`src/lc3b_macros.svh`:
```
`ifndef LC3B_MACROS_SVH
`define LC3B_MACROS_SVH

// Eight general registers, R0 to R7.
`define LC3B_NUM_REGS 8

// First fetch address out of reset.
`define LC3B_RESET_PC 16'h0000

// Later stages whose destination the interlock checks.
`define LC3B_INTERLOCK_DEPTH 3

`endif

```
`src/lc3b_types.sv`:
```
`default_nettype none

package lc3b_types;

  typedef logic [15:0] lc3b_word;
  typedef logic [2:0]  lc3b_reg;
  typedef logic [2:0]  lc3b_nzp;   // {n, z, p}.

  typedef enum logic [3:0] {
    op_br  = 4'b0000,
    op_add = 4'b0001,
    op_and = 4'b0101,
    op_ldr = 4'b0110,
    op_str = 4'b0111,
    op_not = 4'b1001
  } lc3b_opcode;

  typedef enum logic [1:0] {
    alu_add,
    alu_and,
    alu_not,
    alu_pass
  } lc3b_aluop;

  typedef struct packed {
    lc3b_aluop aluop;
    logic      alumux_sel;    // 1 selects imm5.
    logic      load_regfile;
    logic      load_cc;
    logic      mem_read;
    logic      mem_write;
    logic      is_branch;
    lc3b_nzp   branch_nzp;
    lc3b_reg   dest;
    lc3b_reg   src1;
    lc3b_reg   src2;
  } lc3b_control_word;

  // Operands handed across each stage boundary.
  // The control word rides next to them on the link.
  typedef struct packed {
    lc3b_word instruction;
  } id_payload_t;

  typedef struct packed {
    lc3b_word sr1;
    lc3b_word sr2;
    lc3b_word offset;         // Sign-extended offset6 or offset9.
    lc3b_word imm5;
  } ex_payload_t;

  typedef struct packed {
    lc3b_word alu_result;     // Data address for LDR and STR.
    lc3b_word store_data;
    lc3b_word branch_target;
  } mem_payload_t;

  typedef struct packed {
    lc3b_word alu_result;
    lc3b_word load_data;
    lc3b_word branch_target;
  } wb_payload_t;

endpackage : lc3b_types

`default_nettype wire

```
`src/stage_link.sv`:
```
`timescale 1ns/1ps
`default_nettype none

// Pipeline register contents between two adjacent stages.
interface stage_link import lc3b_types::*; #(
  parameter type payload_t = logic
);

  logic             valid;
  lc3b_word         pc;       // Address of this instruction.
  lc3b_control_word ctrl;
  payload_t         payload;

  modport src (
    output valid, pc, ctrl, payload
  );

  modport dst (
    input valid, pc, ctrl, payload
  );

endinterface : stage_link

`default_nettype wire

```
`src/cpu_datapath.sv`:
```
`timescale 1ns/1ps
`default_nettype none

module cpu_datapath import lc3b_types::*; (
  input  logic     clk,
  input  logic     rst_n,
  input  lc3b_word instr,
  input  logic     instruction_response,
  input  lc3b_word read_data,
  input  logic     data_response,
  output logic     instruction_request,
  output lc3b_word instruction_address,
  output logic     data_request,
  output logic     data_write,
  output lc3b_word data_address,
  output lc3b_word write_data
);

  logic     advance, fetch_advance;
  logic     fetch_ready, decode_ready, memory_ready, writeback_ready;
  logic     if_id_hold, ex_dest_busy, branch_done;
  logic     redirect, branch_resolved, fetch_resume;
  lc3b_word redirect_pc;
  lc3b_reg  wb_dest;
  lc3b_word wb_data;
  logic     wb_load;

  stage_link #(.payload_t(id_payload_t))  if_id ();
  stage_link #(.payload_t(ex_payload_t))  id_ex ();
  stage_link #(.payload_t(mem_payload_t)) ex_mem ();
  stage_link #(.payload_t(wb_payload_t))  mem_wb ();

  assign decode_ready  = 1'b1;  // Interlock inserts bubbles instead of stalling.
  assign advance       = fetch_ready & decode_ready & memory_ready & writeback_ready;
  assign fetch_advance = advance & !if_id_hold;  // IF/ID holds while decode waits.
  assign ex_dest_busy  = id_ex.valid & id_ex.ctrl.load_regfile;
  assign fetch_resume  = redirect | (branch_resolved & branch_done);

  lc3b_fetch u_fetch (
    .clk, .rst_n,
    .advance     (fetch_advance),
    .redirect    (fetch_resume),
    .redirect_pc,
    .instr,
    .instruction_response,
    .instruction_request,
    .instruction_address,
    .fetch_ready,
    .if_id       (if_id.src)
  );

  lc3b_decode u_decode (
    .clk, .rst_n, .advance,
    .if_id       (if_id.dst),
    .id_ex       (id_ex.src),
    .ex_dest_busy,
    .wb_dest, .wb_data, .wb_load,
    .ex_mem_view (ex_mem.dst),
    .mem_wb_view (mem_wb.dst),
    .branch_done,
    .if_id_hold
  );

  lc3b_execute u_execute (
    .clk, .rst_n, .advance,
    .id_ex  (id_ex.dst),
    .ex_mem (ex_mem.src)
  );

  lc3b_memory u_memory (
    .clk, .rst_n, .advance,
    .ex_mem (ex_mem.dst),
    .mem_wb (mem_wb.src),
    .data_request, .data_write, .data_address, .write_data,
    .read_data, .data_response,
    .memory_ready
  );

  lc3b_writeback u_writeback (
    .clk, .rst_n, .advance,
    .mem_wb (mem_wb.dst),
    .wb_dest, .wb_data, .wb_load,
    .redirect, .redirect_pc,
    .branch_resolved,
    .writeback_ready
  );

endmodule : cpu_datapath

`default_nettype wire

```
`src/lc3b_decode.sv`:
```
`timescale 1ns/1ps
`default_nettype none
`include "lc3b_macros.svh"

module lc3b_decode import lc3b_types::*; (
  input  logic     clk,
  input  logic     rst_n,
  input  logic     advance,
  stage_link.dst   if_id,
  stage_link.src   id_ex,
  input  logic     ex_dest_busy,
  input  lc3b_reg  wb_dest,
  input  lc3b_word wb_data,
  input  logic     wb_load,
  stage_link.dst   ex_mem_view,
  stage_link.dst   mem_wb_view,
  output logic     branch_done,
  output logic     if_id_hold
);

  lc3b_word         instr;
  lc3b_opcode       opcode;
  lc3b_control_word ctrl;
  lc3b_word         sr1, sr2;
  logic             uses_src1, uses_src2;
  logic             stall;
  logic             busy [`LC3B_INTERLOCK_DEPTH];
  lc3b_reg          busy_dest [`LC3B_INTERLOCK_DEPTH];

  assign instr  = if_id.payload.instruction;
  assign opcode = lc3b_opcode'(instr[15:12]);

  // Control ROM.
  always_comb begin
    ctrl      = '0;
    ctrl.dest = instr[11:9];
    ctrl.src1 = instr[8:6];
    ctrl.src2 = instr[2:0];
    uses_src1 = 1'b0;
    uses_src2 = 1'b0;
    case (opcode)
      op_add, op_and: begin
        ctrl.aluop        = (opcode == op_add) ? alu_add : alu_and;
        ctrl.alumux_sel   = instr[5];
        ctrl.load_regfile = 1'b1;
        ctrl.load_cc      = 1'b1;
        uses_src1         = 1'b1;
        uses_src2         = !instr[5];
      end
      op_not: begin
        ctrl.aluop        = alu_not;
        ctrl.load_regfile = 1'b1;
        ctrl.load_cc      = 1'b1;
        uses_src1         = 1'b1;
      end
      op_ldr: begin
        ctrl.aluop        = alu_pass;
        ctrl.mem_read     = 1'b1;
        ctrl.load_regfile = 1'b1;
        ctrl.load_cc      = 1'b1;
        uses_src1         = 1'b1;
      end
      op_str: begin
        ctrl.mem_write = 1'b1;
        ctrl.src2      = instr[11:9];  // Store data comes from SR.
        uses_src1      = 1'b1;
        uses_src2      = 1'b1;
      end
      op_br: begin
        ctrl.is_branch  = 1'b1;
        ctrl.branch_nzp = instr[11:9];
      end
      default: ;  // Unsupported opcodes run as no-ops.
    endcase
  end

  lc3b_regfile u_regfile (
    .clk,
    .rst_n,
    .load  (wb_load),
    .dest  (wb_dest),
    .in    (wb_data),
    .src_a (ctrl.src1),
    .src_b (ctrl.src2),
    .reg_a (sr1),
    .reg_b (sr2)
  );

  // Pending destinations, youngest first.
  assign busy[0]      = ex_dest_busy;
  assign busy_dest[0] = id_ex.ctrl.dest;
  assign busy[1]      = ex_mem_view.valid & ex_mem_view.ctrl.load_regfile;
  assign busy_dest[1] = ex_mem_view.ctrl.dest;
  assign busy[2]      = mem_wb_view.valid & mem_wb_view.ctrl.load_regfile;
  assign busy_dest[2] = mem_wb_view.ctrl.dest;

  always_comb begin
    stall = 1'b0;
    for (int i = 0; i < `LC3B_INTERLOCK_DEPTH; i++) begin
      if (busy[i] && ((uses_src1 && busy_dest[i] == ctrl.src1) ||
                      (uses_src2 && busy_dest[i] == ctrl.src2)))
        stall = 1'b1;
    end
  end

  assign if_id_hold  = if_id.valid & stall;
  assign branch_done = mem_wb_view.valid & mem_wb_view.ctrl.is_branch;

  always_ff @(posedge clk or negedge rst_n) begin
    if (!rst_n) begin
      id_ex.valid <= 1'b0;
    end else if (advance) begin
      id_ex.valid <= if_id.valid & !stall;  // Bubble on a hazard.
      id_ex.pc    <= if_id.pc;
      id_ex.ctrl  <= ctrl;
      id_ex.payload.sr1    <= sr1;
      id_ex.payload.sr2    <= sr2;
      id_ex.payload.offset <= ctrl.is_branch ? {{7{instr[8]}}, instr[8:0]}
                                             : {{10{instr[5]}}, instr[5:0]};
      id_ex.payload.imm5   <= {{11{instr[4]}}, instr[4:0]};
    end
  end

endmodule : lc3b_decode

`default_nettype wire

```
`src/lc3b_execute.sv`:
```
`timescale 1ns/1ps
`default_nettype none

module lc3b_execute import lc3b_types::*; (
  input  logic   clk,
  input  logic   rst_n,
  input  logic   advance,
  stage_link.dst id_ex,
  stage_link.src ex_mem
);

  lc3b_word alu_b;
  lc3b_word alu_out;
  lc3b_word mem_addr;
  lc3b_word br_target;

  assign alu_b = id_ex.ctrl.alumux_sel ? id_ex.payload.imm5 : id_ex.payload.sr2;

  always_comb begin
    case (id_ex.ctrl.aluop)
      alu_add: alu_out = id_ex.payload.sr1 + alu_b;
      alu_and: alu_out = id_ex.payload.sr1 & alu_b;
      alu_not: alu_out = ~id_ex.payload.sr1;
      default: alu_out = alu_b;
    endcase
  end

  // Word offsets are scaled by two.
  assign mem_addr  = id_ex.payload.sr1 + {id_ex.payload.offset[14:0], 1'b0};
  assign br_target = id_ex.pc + 16'd2 + {id_ex.payload.offset[14:0], 1'b0};

  always_ff @(posedge clk or negedge rst_n) begin
    if (!rst_n) begin
      ex_mem.valid <= 1'b0;
    end else if (advance) begin
      ex_mem.valid <= id_ex.valid;
      ex_mem.pc    <= id_ex.pc;
      ex_mem.ctrl  <= id_ex.ctrl;
      ex_mem.payload.alu_result <= (id_ex.ctrl.mem_read || id_ex.ctrl.mem_write)
                                   ? mem_addr : alu_out;
      ex_mem.payload.store_data    <= id_ex.payload.sr2;
      ex_mem.payload.branch_target <= br_target;
    end
  end

endmodule : lc3b_execute

`default_nettype wire

```
`src/lc3b_fetch.sv`:
```
`timescale 1ns/1ps
`default_nettype none
`include "lc3b_macros.svh"

module lc3b_fetch import lc3b_types::*; (
  input  logic     clk,
  input  logic     rst_n,
  input  logic     advance,
  input  logic     redirect,
  input  lc3b_word redirect_pc,
  input  lc3b_word instr,
  input  logic     instruction_response,
  output logic     instruction_request,
  output lc3b_word instruction_address,
  output logic     fetch_ready,
  stage_link.src   if_id
);

  lc3b_word pc;
  lc3b_word instr_pc;          // Address of the buffered instruction.
  lc3b_word instr_buf;
  logic     have_instr;
  logic     wait_branch;       // A BR is in flight.
  logic     arrived_br;

  assign instruction_address = pc;
  assign arrived_br = (instr[15:12] == op_br);

  // Ready with an instruction, or with a bubble while a branch resolves.
  assign fetch_ready = have_instr | wait_branch;

  always_ff @(posedge clk or negedge rst_n) begin
    if (!rst_n) begin
      pc                  <= `LC3B_RESET_PC;
      instruction_request <= 1'b0;
      have_instr          <= 1'b0;
      wait_branch         <= 1'b0;
      if_id.valid         <= 1'b0;
    end else begin
      if (instruction_request && instruction_response) begin
        instruction_request <= 1'b0;
        have_instr          <= 1'b1;
        instr_buf           <= instr;
        instr_pc            <= pc;
        pc                  <= pc + 16'd2;
        if (arrived_br)
          wait_branch <= 1'b1;   // Stop issuing until writeback decides.
      end else if (!instruction_request && !have_instr && !wait_branch) begin
        instruction_request <= 1'b1;
      end

      if (advance) begin
        if_id.valid <= have_instr;
        if (have_instr) begin
          have_instr                <= 1'b0;
          if_id.pc                  <= instr_pc;
          if_id.payload.instruction <= instr_buf;
        end
      end

      if (redirect) begin        // Resume at target or fall-through.
        pc          <= redirect_pc;
        wait_branch <= 1'b0;
      end
    end
  end

  assign if_id.ctrl = '0;  // Control is built in decode.

endmodule : lc3b_fetch

`default_nettype wire

```
`src/lc3b_memory.sv`:
```
`timescale 1ns/1ps
`default_nettype none

module lc3b_memory import lc3b_types::*; (
  input  logic     clk,
  input  logic     rst_n,
  input  logic     advance,
  stage_link.dst   ex_mem,
  stage_link.src   mem_wb,
  output logic     data_request,
  output logic     data_write,
  output lc3b_word data_address,
  output lc3b_word write_data,
  input  lc3b_word read_data,
  input  logic     data_response,
  output logic     memory_ready
);

  logic     mem_op;
  logic     done;        // Access finished, waiting for advance.
  lc3b_word load_q;

  assign mem_op = ex_mem.valid & (ex_mem.ctrl.mem_read | ex_mem.ctrl.mem_write);

  // Held stable by the frozen EX/MEM latch.
  assign data_address = ex_mem.payload.alu_result;
  assign write_data   = ex_mem.payload.store_data;
  assign data_write   = data_request & ex_mem.ctrl.mem_write;

  assign memory_ready = !mem_op | done;

  always_ff @(posedge clk or negedge rst_n) begin
    if (!rst_n) begin
      data_request <= 1'b0;
      done         <= 1'b0;
    end else begin
      if (data_request && data_response) begin
        data_request <= 1'b0;
        done         <= 1'b1;
      end else if (mem_op && !data_request && !done) begin
        data_request <= 1'b1;
      end
      if (advance)
        done <= 1'b0;
    end
  end

  always_ff @(posedge clk) begin
    if (data_request && data_response)
      load_q <= read_data;
  end

  always_ff @(posedge clk or negedge rst_n) begin
    if (!rst_n) begin
      mem_wb.valid <= 1'b0;
    end else if (advance) begin
      mem_wb.valid <= ex_mem.valid;
      mem_wb.pc    <= ex_mem.pc;
      mem_wb.ctrl  <= ex_mem.ctrl;
      mem_wb.payload.alu_result    <= ex_mem.payload.alu_result;
      mem_wb.payload.load_data     <= load_q;
      mem_wb.payload.branch_target <= ex_mem.payload.branch_target;
    end
  end

endmodule : lc3b_memory

`default_nettype wire

```
`src/lc3b_regfile.sv`:
```
`timescale 1ns/1ps
`default_nettype none
`include "lc3b_macros.svh"

module lc3b_regfile import lc3b_types::*; (
  input  logic     clk,
  input  logic     rst_n,
  input  logic     load,
  input  lc3b_reg  dest,
  input  lc3b_word in,
  input  lc3b_reg  src_a,
  input  lc3b_reg  src_b,
  output lc3b_word reg_a,
  output lc3b_word reg_b
);

  lc3b_word regs [`LC3B_NUM_REGS];

  always_ff @(posedge clk or negedge rst_n) begin
    if (!rst_n) begin
      for (int i = 0; i < `LC3B_NUM_REGS; i++)
        regs[i] <= '0;
    end else if (load) begin
      regs[dest] <= in;
    end
  end

  // Reads see the old value during a write.
  assign reg_a = regs[src_a];
  assign reg_b = regs[src_b];

endmodule : lc3b_regfile

`default_nettype wire

```
`src/lc3b_writeback.sv`:
```
`timescale 1ns/1ps
`default_nettype none

module lc3b_writeback import lc3b_types::*; (
  input  logic     clk,
  input  logic     rst_n,
  input  logic     advance,
  stage_link.dst   mem_wb,
  output lc3b_reg  wb_dest,
  output lc3b_word wb_data,
  output logic     wb_load,
  output logic     redirect,
  output lc3b_word redirect_pc,
  output logic     branch_resolved,
  output logic     writeback_ready
);

  lc3b_nzp cc;
  lc3b_nzp gen_cc;
  logic    taken;

  assign wb_dest = mem_wb.ctrl.dest;
  assign wb_data = mem_wb.ctrl.mem_read ? mem_wb.payload.load_data
                                        : mem_wb.payload.alu_result;
  assign wb_load = advance & mem_wb.valid & mem_wb.ctrl.load_regfile;

  assign gen_cc = wb_data[15]       ? 3'b100 :
                  (wb_data == '0)   ? 3'b010 : 3'b001;

  always_ff @(posedge clk or negedge rst_n) begin
    if (!rst_n)
      cc <= 3'b010;  // Z after reset.
    else if (advance && mem_wb.valid && mem_wb.ctrl.load_cc)
      cc <= gen_cc;
  end

  assign taken           = |(mem_wb.ctrl.branch_nzp & cc);
  assign branch_resolved = advance & mem_wb.valid & mem_wb.ctrl.is_branch;
  assign redirect        = branch_resolved & taken;
  assign redirect_pc     = taken ? mem_wb.payload.branch_target
                                 : mem_wb.pc + 16'd2;  // Fall-through.

  assign writeback_ready = 1'b1;  // Always completes in one cycle.

endmodule : lc3b_writeback

`default_nettype wire

```
`config.mk`:
```
export PLATFORM = sky130hd
export DESIGN_NAME = cpu_datapath
export DESIGN_NICKNAME = d
export VERILOG_FILES = /design/src/lc3b_types.sv /design/src/stage_link.sv /design/src/cpu_datapath.sv /design/src/lc3b_decode.sv /design/src/lc3b_execute.sv /design/src/lc3b_fetch.sv /design/src/lc3b_memory.sv /design/src/lc3b_regfile.sv /design/src/lc3b_writeback.sv
export VERILOG_INCLUDE_DIRS = /design/src
export SDC_FILE = /design/constraint.sdc
export NUM_CORES = 1
export LEC_CHECK = 0
export BUFFER_PORTS_ARGS = -buffer_cell sky130_fd_sc_hd__buf_2
export CORE_MARGIN = 10
export CORE_UTILIZATION = 50
export CTS_BUF_LIST = sky130_fd_sc_hd__clkbuf_4
export CTS_CLUSTER_DIAMETER = 80
export CTS_CLUSTER_SIZE = 12
export DETAILED_ROUTE_END_ITERATION = 12
export MAX_ROUTING_LAYER = met4
export PLACE_DENSITY_LB_ADDON = 0.25
export REMOVE_ABC_BUFFERS = 1
export SYNTH_ARGS = -nofsm -noshare
export SYNTH_HDL_FRONTEND = slang
export SYNTH_SLANG_ARGS = --single-unit
```
`constraint.sdc`:
```
create_clock -name clk -period 8.9 [get_ports clk]
set_input_delay 2.67 -clock clk [delete_from_list [all_inputs] [get_ports clk]]
set_output_delay 2.67 -clock clk [all_outputs]
set_load 0.005 [all_outputs]
```
======== Word-level counts from Yosys, hierarchy flattened ========
Cells that the tools add are included.
word-level totals
  register bits ........................... 467
  bits of input ports ..................... 36
operators by class
  $add $sub $neg .......................... 6
  order comparisons ....................... 4
  equality and inequality tests ........... 13
  mux-type cells .......................... 43
  bitwise operators ....................... 25
  reduce and logical (&&, ||, !) cells .... 48
operators with widths
  kind                                                             number
  16-bit two-way mux                                               11
  128-bit bitwise mux                                              1
  16-bit binary-select mux with 3-bit select                       2
  16-bit adder                                                     3
  16-bit by 2-bit adder with 16-bit output, second input constant  3
  16-bit demux with 3-bit select                                   1
  16-bit one-hot mux with 3 select lines                           1
  1-bit two-way mux                                                19
  3-bit == test                                                    6
  1-bit logical AND                                                18
  16-bit bitwise AND                                               1
  16-bit zero test                                                 1
  16-bit inverter                                                  1
  1-bit bitwise AND                                                15
  15-bit two-way mux                                               1
  4-bit by 3-bit == test with 1-bit output, second input constant  3
  4-bit greater-or-equal comparator, second input constant         3
  3-bit inverter with 4-bit output                                 3
  2-bit nonzero test                                               5
  1-bit zero test                                                  9
  4-bit zero test                                                  2
  3-bit two-way mux                                                2
  2-bit one-hot mux with 3 select lines                            1
  2-bit AND reduction                                              3
  17 further kinds                                                 24

======== Logic depth before layout (Yosys ltp) ========
Gate-level depths: netlist of the first run.
  depth in word-level cells ............... 13
  mapped depth ............................ 12
  depth with buffers taken out ............ 12

======== Modules after synthesis ========
A second synthesis of the first run with hierarchy kept.
second synthesis, totals
  cell total of the unflattened synthesis .. 1517
  area, all modules ....................... 23044.6 sq um
modules (own cells, without submodules)
  module          instances  cells an instance  area an instance (sq um)
  lc3b_regfile    1          393                7000.5
  lc3b_execute    1          466                5445.2
  lc3b_memory     1          146                3393.3
  lc3b_fetch      1          196                3169.3
  lc3b_decode     1          194                3144.3
  lc3b_writeback  1          118                862.1
  cpu_datapath    1          4                  30.0

======== Worst setup path before layout of the first run ========
OpenSTA, ideal clock, no wires.
  path kind ............................... input -> register
  start ................................... input port rst_n
  end ..................................... register u_fetch.if_id.payload[0] (netlist name)
  setup time .............................. 387 ps
  arrival ................................. 8778 ps
  setup slack ............................. -265 ps
  stages on the path ...................... 2
  cell sequence ........................... and2_1 o211a_1
on the way
  longest elaborated chain between the ends .. 1
RTL lines
  item                                  line               text
  from (decl)                           cpu_datapath.sv:6  input logic rst_n,
  3-bit AND reduction (no source line)  --
Every way passes these cells.
A chain may end at the register's enable or synchronous reset.

======== Worst setup path in the final report of the first run ========
  start ................................... register u_execute.ex_mem.payload[38] (netlist name)
  end ..................................... output port data_address[6]
RTL lines
  item       line                text
  to (decl)  cpu_datapath.sv:15  output lc3b_word data_address,
No word-level cell between the ends.

==> run metrics, run 1 <==
Worst Tran Pin Value 1.159 ns; post-synthesis async set-or-reset flop share 34.59%; CP Class reg -> out; synthesis-to-finish area growth 6.901%; Max Fclk 234.0 MHz; Final Power 7.240 mW; Commonest cells post-synth 295 x edfxtp_1, 156 x nor2_1, 155 x dfrtp_1; post-CTS sizing 0; CTS tree built; first-pass GRT wire length 72150 µm; Synth Cell Area 20920 µm²; Finished Cell Area 22370 µm²; Synth top area share 42.34%; Worst-Skew Late Latency 0.84 ns; Chip Width 224.6 µm; H-tree levels 2; Main synth FF type edfxtp_1; Die Y-Extent 224.6 µm; placed insts 2114; largest net degree at the start of global routing 82; RePlAce Congestion 0.8931; synthesized flop and latch total 451; postcts setup bufs 0; Final setup viols 0; Synth Instances 1571; DR WL/cell 21.34 µm; placed cell areas 21760 µm²; post-layout util 54.41%; first-pass detailed-route iteration total 5; biggest area consumer among synthesized cells edfxtp_1; Core ar. 41110 µm²; clock root buffer clkbuf_4; fraction of layout cells with a size suffix above 1 19.45%; initial antenna violation count 2; fin crit share 48.01%; Final Max Tran Viols 0; Finished Layout Cells 2195; max incr delay on CP 0.57 ns; Crit path max-delay family flip-flops; worst slack, placed 4.117 ns; post-synth cell types 65; slew margin rel. 20.53%; max_cap viols 0; post-route DRC violation count 0; 1st-iter DRT viols 1277; leakage 8.744 nW; status finished, final reports clean; vias in the first global route 12650; initial core utilization 50.89%; unrepaired setup endpoints after global routing no; Worst-path clk slew 0.15 ns; Final Hold Fails 0; critical path peak fanout 2; ranking of synthesized cells by area edfxtp_1 42%, dfrtp_1 19%, mux4_2 8.0%; syn_area_per_cell 13.32 µm²; Worst EP required 6.23 ns; register area share after synthesis 61.00%; Hold Path Class reg -> reg; Detail Route Antenna Nets 0; via count 12780; PwrDens 323.7 nW/µm²; DP HPWL 31320 µm; clk sinks 451; Startpoint Class flip-flop; worst vdd ir 0.0001528 V; worst-path cell chain buf_2; Worst path slowest cell edfxtp_1; fin crit period 4.273 ns; clock skew 0.09791 ns; clk buf depth 3; grt ovf 0; port bufs 86; Crit. End Element primary output; total CTS buffers 43; Fillers 3469; final wirelength 46830 µm; Cell Rows 74; Ys Warns 0; Buf+Inv Stages, Crit Path 1; die area 50430 µm²; nets 1725; EDFF count, synth 295; Hold Buf Count CTS 0; All-Layer GR Usage 19.02%; DR vias/cell 5.824; most numerous cell in the Yosys netlist edfxtp_1; final worst setup slack 4.627 ns; Worst EP arrival 1.60 ns; Ports 87
[flip-flops by register name (all words and copies together), names as in the netlist, 16 cells and up]
name	flops
u_decode.id_ex.pc	16
u_fetch.instruction_address	16
u_execute.ex_mem.payload	48
u_decode.u_regfile.regs	128
u_memory.mem_wb.pc	16
u_fetch.instr_pc	16
u_fetch.instr_buf	16
u_decode.id_ex.payload	41
u_memory.mem_wb.payload	47
u_memory.load_q	16
u_fetch.if_id.pc	16
u_fetch.if_id.payload	16
[kinds of logic (layout without fill, tap and decap cells)]
logic type	Yosys count	count (layout)	share of synthesized area (%)
compound gates	303	303	8.384
simple gates	386	386	8.713
fa+ha+maj	62	62	3.815
mux	142	142	11.63
buf+inv	156	246	3.480
other cells	0	2	0
flops	451	451	61.00
xor+xnor	71	71	2.972
[worst register-to-register path, stage by stage (launching register included)]
cell and delay [ns]:
edfxtp_1 0.89, nand2_1 0.53, o21ai_0 0.25, ha_1 0.34, a21oi_1 0.18, nand2_1 0.06, o21ai_0 0.56, o21ai_0 0.34
mux2i_1 0.19, a32oi_1 0.21, o211ai_1 0.12
[cells in the final DEF, fill, tap and decap left out, drive strengths merged, types with 9 or more instances in the layout]
cell / n
mux2: 39
a211oi: 16
o211ai: 9
mux4: 74
nand3: 15
buf: 113
a21oi: 152
nand4: 10
nor4: 15
and2: 12
xor2: 41
xnor2: 30
inv: 54
nor3: 18
and3: 13
clkbuf: 75
nor2: 156
nand2: 98
mux2i: 29
dfrtp: 155
edfxtp: 295
o21ai: 68
ha: 59
nand2b: 17
[cell type report]
class	instances	area [µm²]	area share (%)
inverter	54	202.7	0.9062
timing repair buffer	113	639.4	2.859
tap	532	665.6	2.976
sequential	451	12760	57.07
antenna	2	5.005	0.02238
clock inverter	4	42.54	0.1902
multi-input combinational	964	7485	33.46
clock buffer	75	563.0	2.517
[metrics by stage]
step	hold WS (ns)	setup TNS, ns
after global routing	0.4232	0
after detailed placement	0.4045	0
after floorplan	0.4003	-8.497
final	0.3978	0
after global placement	0.4005	0
after CTS	0.3942	0
[power breakdown]
group          internal (mW)  leakage (nW)  switching [mW]  total (mW)
Sequential              3.12          4.76           0.484        3.60
Clock                  0.407         0.369           0.657        1.06
Combinational           1.14          3.61            1.44        2.57
Total                   4.66          8.74            2.58        7.24
[per-layer routing]
metal,vias up,wire [µm],GRT usage (%)
li1,5925,-,-
met1,6394,20840,25.79
met2,394,21870,28.94
met3,70,3115,3.761
met4,0,1013,5.199
met5,-,0,-
[final timing paths]
kind | startpoint | end | slack (ns) | depth (start not counted)
min in group asynchronous | rst_n | u_decode.u_regfile.regs[111]$_DFFE_PN0P_ | 1.68 | 1
setup / recovery | u_execute.ex_mem.payload[38]$_DFFE_PP_ | data_address[6] | 4.63 | 1
hold reg to reg | u_execute.ex_mem.payload[37]$_DFFE_PP_ | u_memory.mem_wb.payload[37]$_DFFE_PP_ | 0.40 | 0
setup reg to reg | u_decode.id_ex.ctrl[17]$_SDFFCE_PN0P_ | u_execute.ex_mem.payload[47]$_DFFE_PP_ | 5.04 | 10
hold / removal | u_execute.ex_mem.payload[37]$_DFFE_PP_ | u_memory.mem_wb.payload[37]$_DFFE_PP_ | 0.40 | 0
max in group asynchronous | rst_n | u_decode.u_regfile.regs[48]$_DFFE_PN0P_ | 5.13 | 3
No activity file was read; power rests on OpenSTA's default activity.
==> run 2: changes to the inputs <==
clock period = 3.82 ns   (was 8.9 ns; I/O delays follow)
==> run 2 against run 1 <==
Global-route usage grew 0.70 points; cell count rose by 0.77%; setup slack got worse by 4.0 ns; wire length rose by 1.5%; via count is 0.46% higher; register-to-register slack lost 4.5 ns; count of clock-buffer cells in the layout fell by 1; non-clock buffer count is 17 higher; power increased by 130%; sequential share of layout area down 0.34 points; die area unchanged; clock power increased by 130%; critical path type is now reg -> reg; critical endpoint is now u_execute.ex_mem.payload[45]$_DFFE_PP_.
==> run metrics, run 2 (synthesis results as in run 1) <==
final wirelength 47550 µm (was 46830 µm); fin crit period 3.243 ns; port bufs 86 (unchanged); GR Util met2 30.75% (was 28.94%); max reg flops 128 (unchanged); RePlAce Congestion 0.9079 (was 0.8931); Final Power 16.90 mW (was 7.240 mW); leakage 8.825 nW (was 8.744 nW); die area 50430 µm² (unchanged); total CTS buffers 43 (unchanged); DP HPWL 31990 µm (was 31320 µm); postcts setup bufs 0 (unchanged); first-pass GRT wire length 74850 µm (was 72150 µm); Worst Tran Pin Value 1.060 ns (was 1.159 ns); Final Max Tran Viols 0 (unchanged); critical path peak fanout 17 (was 2); Detail Route Antenna Nets 0 (unchanged); initial antenna violation count 2 (unchanged); worst reg-to-reg path cell count 11 (was 10); Startpoint Class flip-flop (unchanged); nets 1742 (was 1725); Final setup viols 0 (unchanged); hold_ws 0.4173 ns (was 0.3978 ns); post-CTS sizing 0 (unchanged); vias in the first global route 12950 (was 12650); largest net degree at the start of global routing 143 (was 82); Worst EP arrival 3.79 ns (was 1.60 ns); met1 GRT Util 26.50% (was 25.79%); status finished, final reports clean (unchanged); Worst-path clk slew 0.14 ns (was 0.15 ns); FF+latch area 12760 µm² (unchanged); synthesis-to-finish area growth 7.547% (was 6.901%); unrepaired setup endpoints after global routing no (unchanged); clock skew 0.04427 ns (was 0.09791 ns); first-pass detailed-route iteration total 5 (unchanged); fin crit share 84.90%; largest reg by FF count u_decode.u_regfile.regs (unchanged); GRT busiest layer met2 (unchanged); post-route DRC violation count 0 (unchanged); Hold Buf Count CTS 0 (unchanged); clk buf depth 3 (unchanged); initial core utilization 50.89% (unchanged); Fillers 3442 (was 3469); DR vias/cell 5.806 (was 5.824); min-delay src u_execute.ex_mem.pc[2]$_DFFE_PP_ (was u_execute.ex_mem.payload[37]$_DFFE_PP_); PwrDens 750.9 nW/µm² (was 323.7 nW/µm²); grt ovf 0 (unchanged); Worst EP required 4.36 ns (was 6.23 ns); Max Fclk 308.3 MHz; reg2reg start u_decode.id_ex.ctrl[17]$_SDFFCE_PN0P_ (unchanged); Ports 87 (unchanged); Crit. End Element flip-flop (was primary output); Final Hold Fails 0 (unchanged); Cell Rows 74 (unchanged); area of the multi-input gates 7485 µm² (unchanged); 1st-iter DRT viols 1401 (was 1277); met3 usage 3.526% (was 3.761%); slew margin rel. 29.36% (was 20.53%); max_cap viols 0 (unchanged); commonest cells after routing, fill and taps aside 295 x edfxtp_1, 156 x nor2_1, 155 x dfrtp_1 (unchanged); via count 12840 (was 12780); fraction of layout cells with a size suffix above 1 20.26% (was 19.45%); FF-to-FF setup slack 0.58 ns (was 5.04 ns); Core ar. 41110 µm² (unchanged); All-Layer GR Usage 19.72% (was 19.02%); Chip Width 224.6 µm (unchanged); Finished Layout Cells 2212 (was 2195); Worst-Skew Late Latency 0.78 ns (was 0.84 ns); DR WL/cell 21.50 µm (was 21.34 µm); Hold Path Class reg -> reg (unchanged); CTS tree built (unchanged); leading cell type in the layout, fill and taps excluded edfxtp_1 (unchanged); worst vdd ir 0.0004612 V (was 0.0001528 V); clock root buffer clkbuf_4 (unchanged); worst flop-to-flop path endpoint u_execute.ex_mem.payload[45]$_DFFE_PP_ (was u_execute.ex_mem.payload[47]$_DFFE_PP_); Hold EP u_memory.mem_wb.pc[2]$_DFFE_PP_ (was u_memory.mem_wb.payload[37]$_DFFE_PP_); Die Y-Extent 224.6 µm (unchanged); H-tree levels 2 (unchanged); WHS Path Cells 0 (unchanged); Largest regs u_decode.u_regfile.regs (128), u_execute.ex_mem.payload (48), u_memory.mem_wb.payload (47) (unchanged); CP Class reg -> reg (was reg -> out); placed insts 2131 (was 2114); clk sinks 451 (unchanged)
==> run 2: cell count changes in the layout (fill, tap and decap cells not counted), sizes merged <==
cell,before,now
inv,54,56
buf,113,130
clkbuf,75,74
bufinv,1,0
==> run 2: worst max path at each step <==
| stage | startpoint | to |
|---|---|---|
| detailed placement | u_decode.id_ex.ctrl[17]$_SDFFCE_PN0P_ | u_execute.ex_mem.payload[47]$_DFFE_PP_ |
| global route | u_decode.id_ex.ctrl[17]$_SDFFCE_PN0P_ | u_execute.ex_mem.payload[45]$_DFFE_PP_ |
| global placement | u_decode.id_ex.ctrl[17]$_SDFFCE_PN0P_ | u_execute.ex_mem.payload[47]$_DFFE_PP_ |
| floorplan | rst_n | u_fetch.if_id.payload[0]$_DFFE_PP_ |
| finish | u_decode.id_ex.ctrl[17]$_SDFFCE_PN0P_ | u_execute.ex_mem.payload[45]$_DFFE_PP_ |
| CTS | u_decode.id_ex.ctrl[17]$_SDFFCE_PN0P_ | u_execute.ex_mem.payload[47]$_DFFE_PP_ |
==> run 2: layer usage <==
layer,vias to the layer above,share of wire [%]
met2,410,48
met5,-,0
met4,0,1.7
met3,59,6.2
met1,6412,44
li1,5961,-
==> run 2: cell type report <==
| class | count | area share, % |
|---|---|---|
| diodes | 2 | 0.02224 |
| clock buffers | 74 | 2.469 |
| clock inverters | 5 | 0.08897 |
| inverters | 54 | 0.9008 |
| multi-input cells | 964 | 33.26 |
| flip-flops and latches | 451 | 56.72 |
| well taps | 532 | 2.958 |
| repair buffers | 130 | 3.575 |
==> run 2: report_power, final <==
part | internal, mW | total (mW) | switching [mW]
registers | 7.27 | 8.48 | 1.21
logic | 2.75 | 6.03 | 3.29
clock network | 0.872 | 2.39 | 1.51
total | 10.9 | 16.9 | 6.01
==> run 2: through the flow <==
stage / area (µm²) / util [%] / setup TNS [ns] / setup slack (ns)
6_report: 22500 / 54.74 / 0 / 0.5769
5_1_grt: 22500 / 54.74 / 0 / 0.2645
4_1_cts: 22500 / 54.72 / 0 / 0.6038
3_5_place_dp: 21920 / 53.32 / 0 / 0.6230
3_3_place_gp: 21920 / 53.32 / 0 / 0.6983
2_1_floorplan: 20400 / - / -734.43 / -3.822
==> run 2: critical path, cell delays in order, from the launching register on <==
cell	delay (ns)
edfxtp_1	0.38
buf_4	0.21
nand2_1	0.31
o21ai_0	0.21
ha_1	0.39
a21oi_1	0.18
nand2_1	0.07
o21ai_0	0.47
o21ai_0	0.32
xnor2_1	0.19
nor3_1	0.16
o32ai_1	0.12
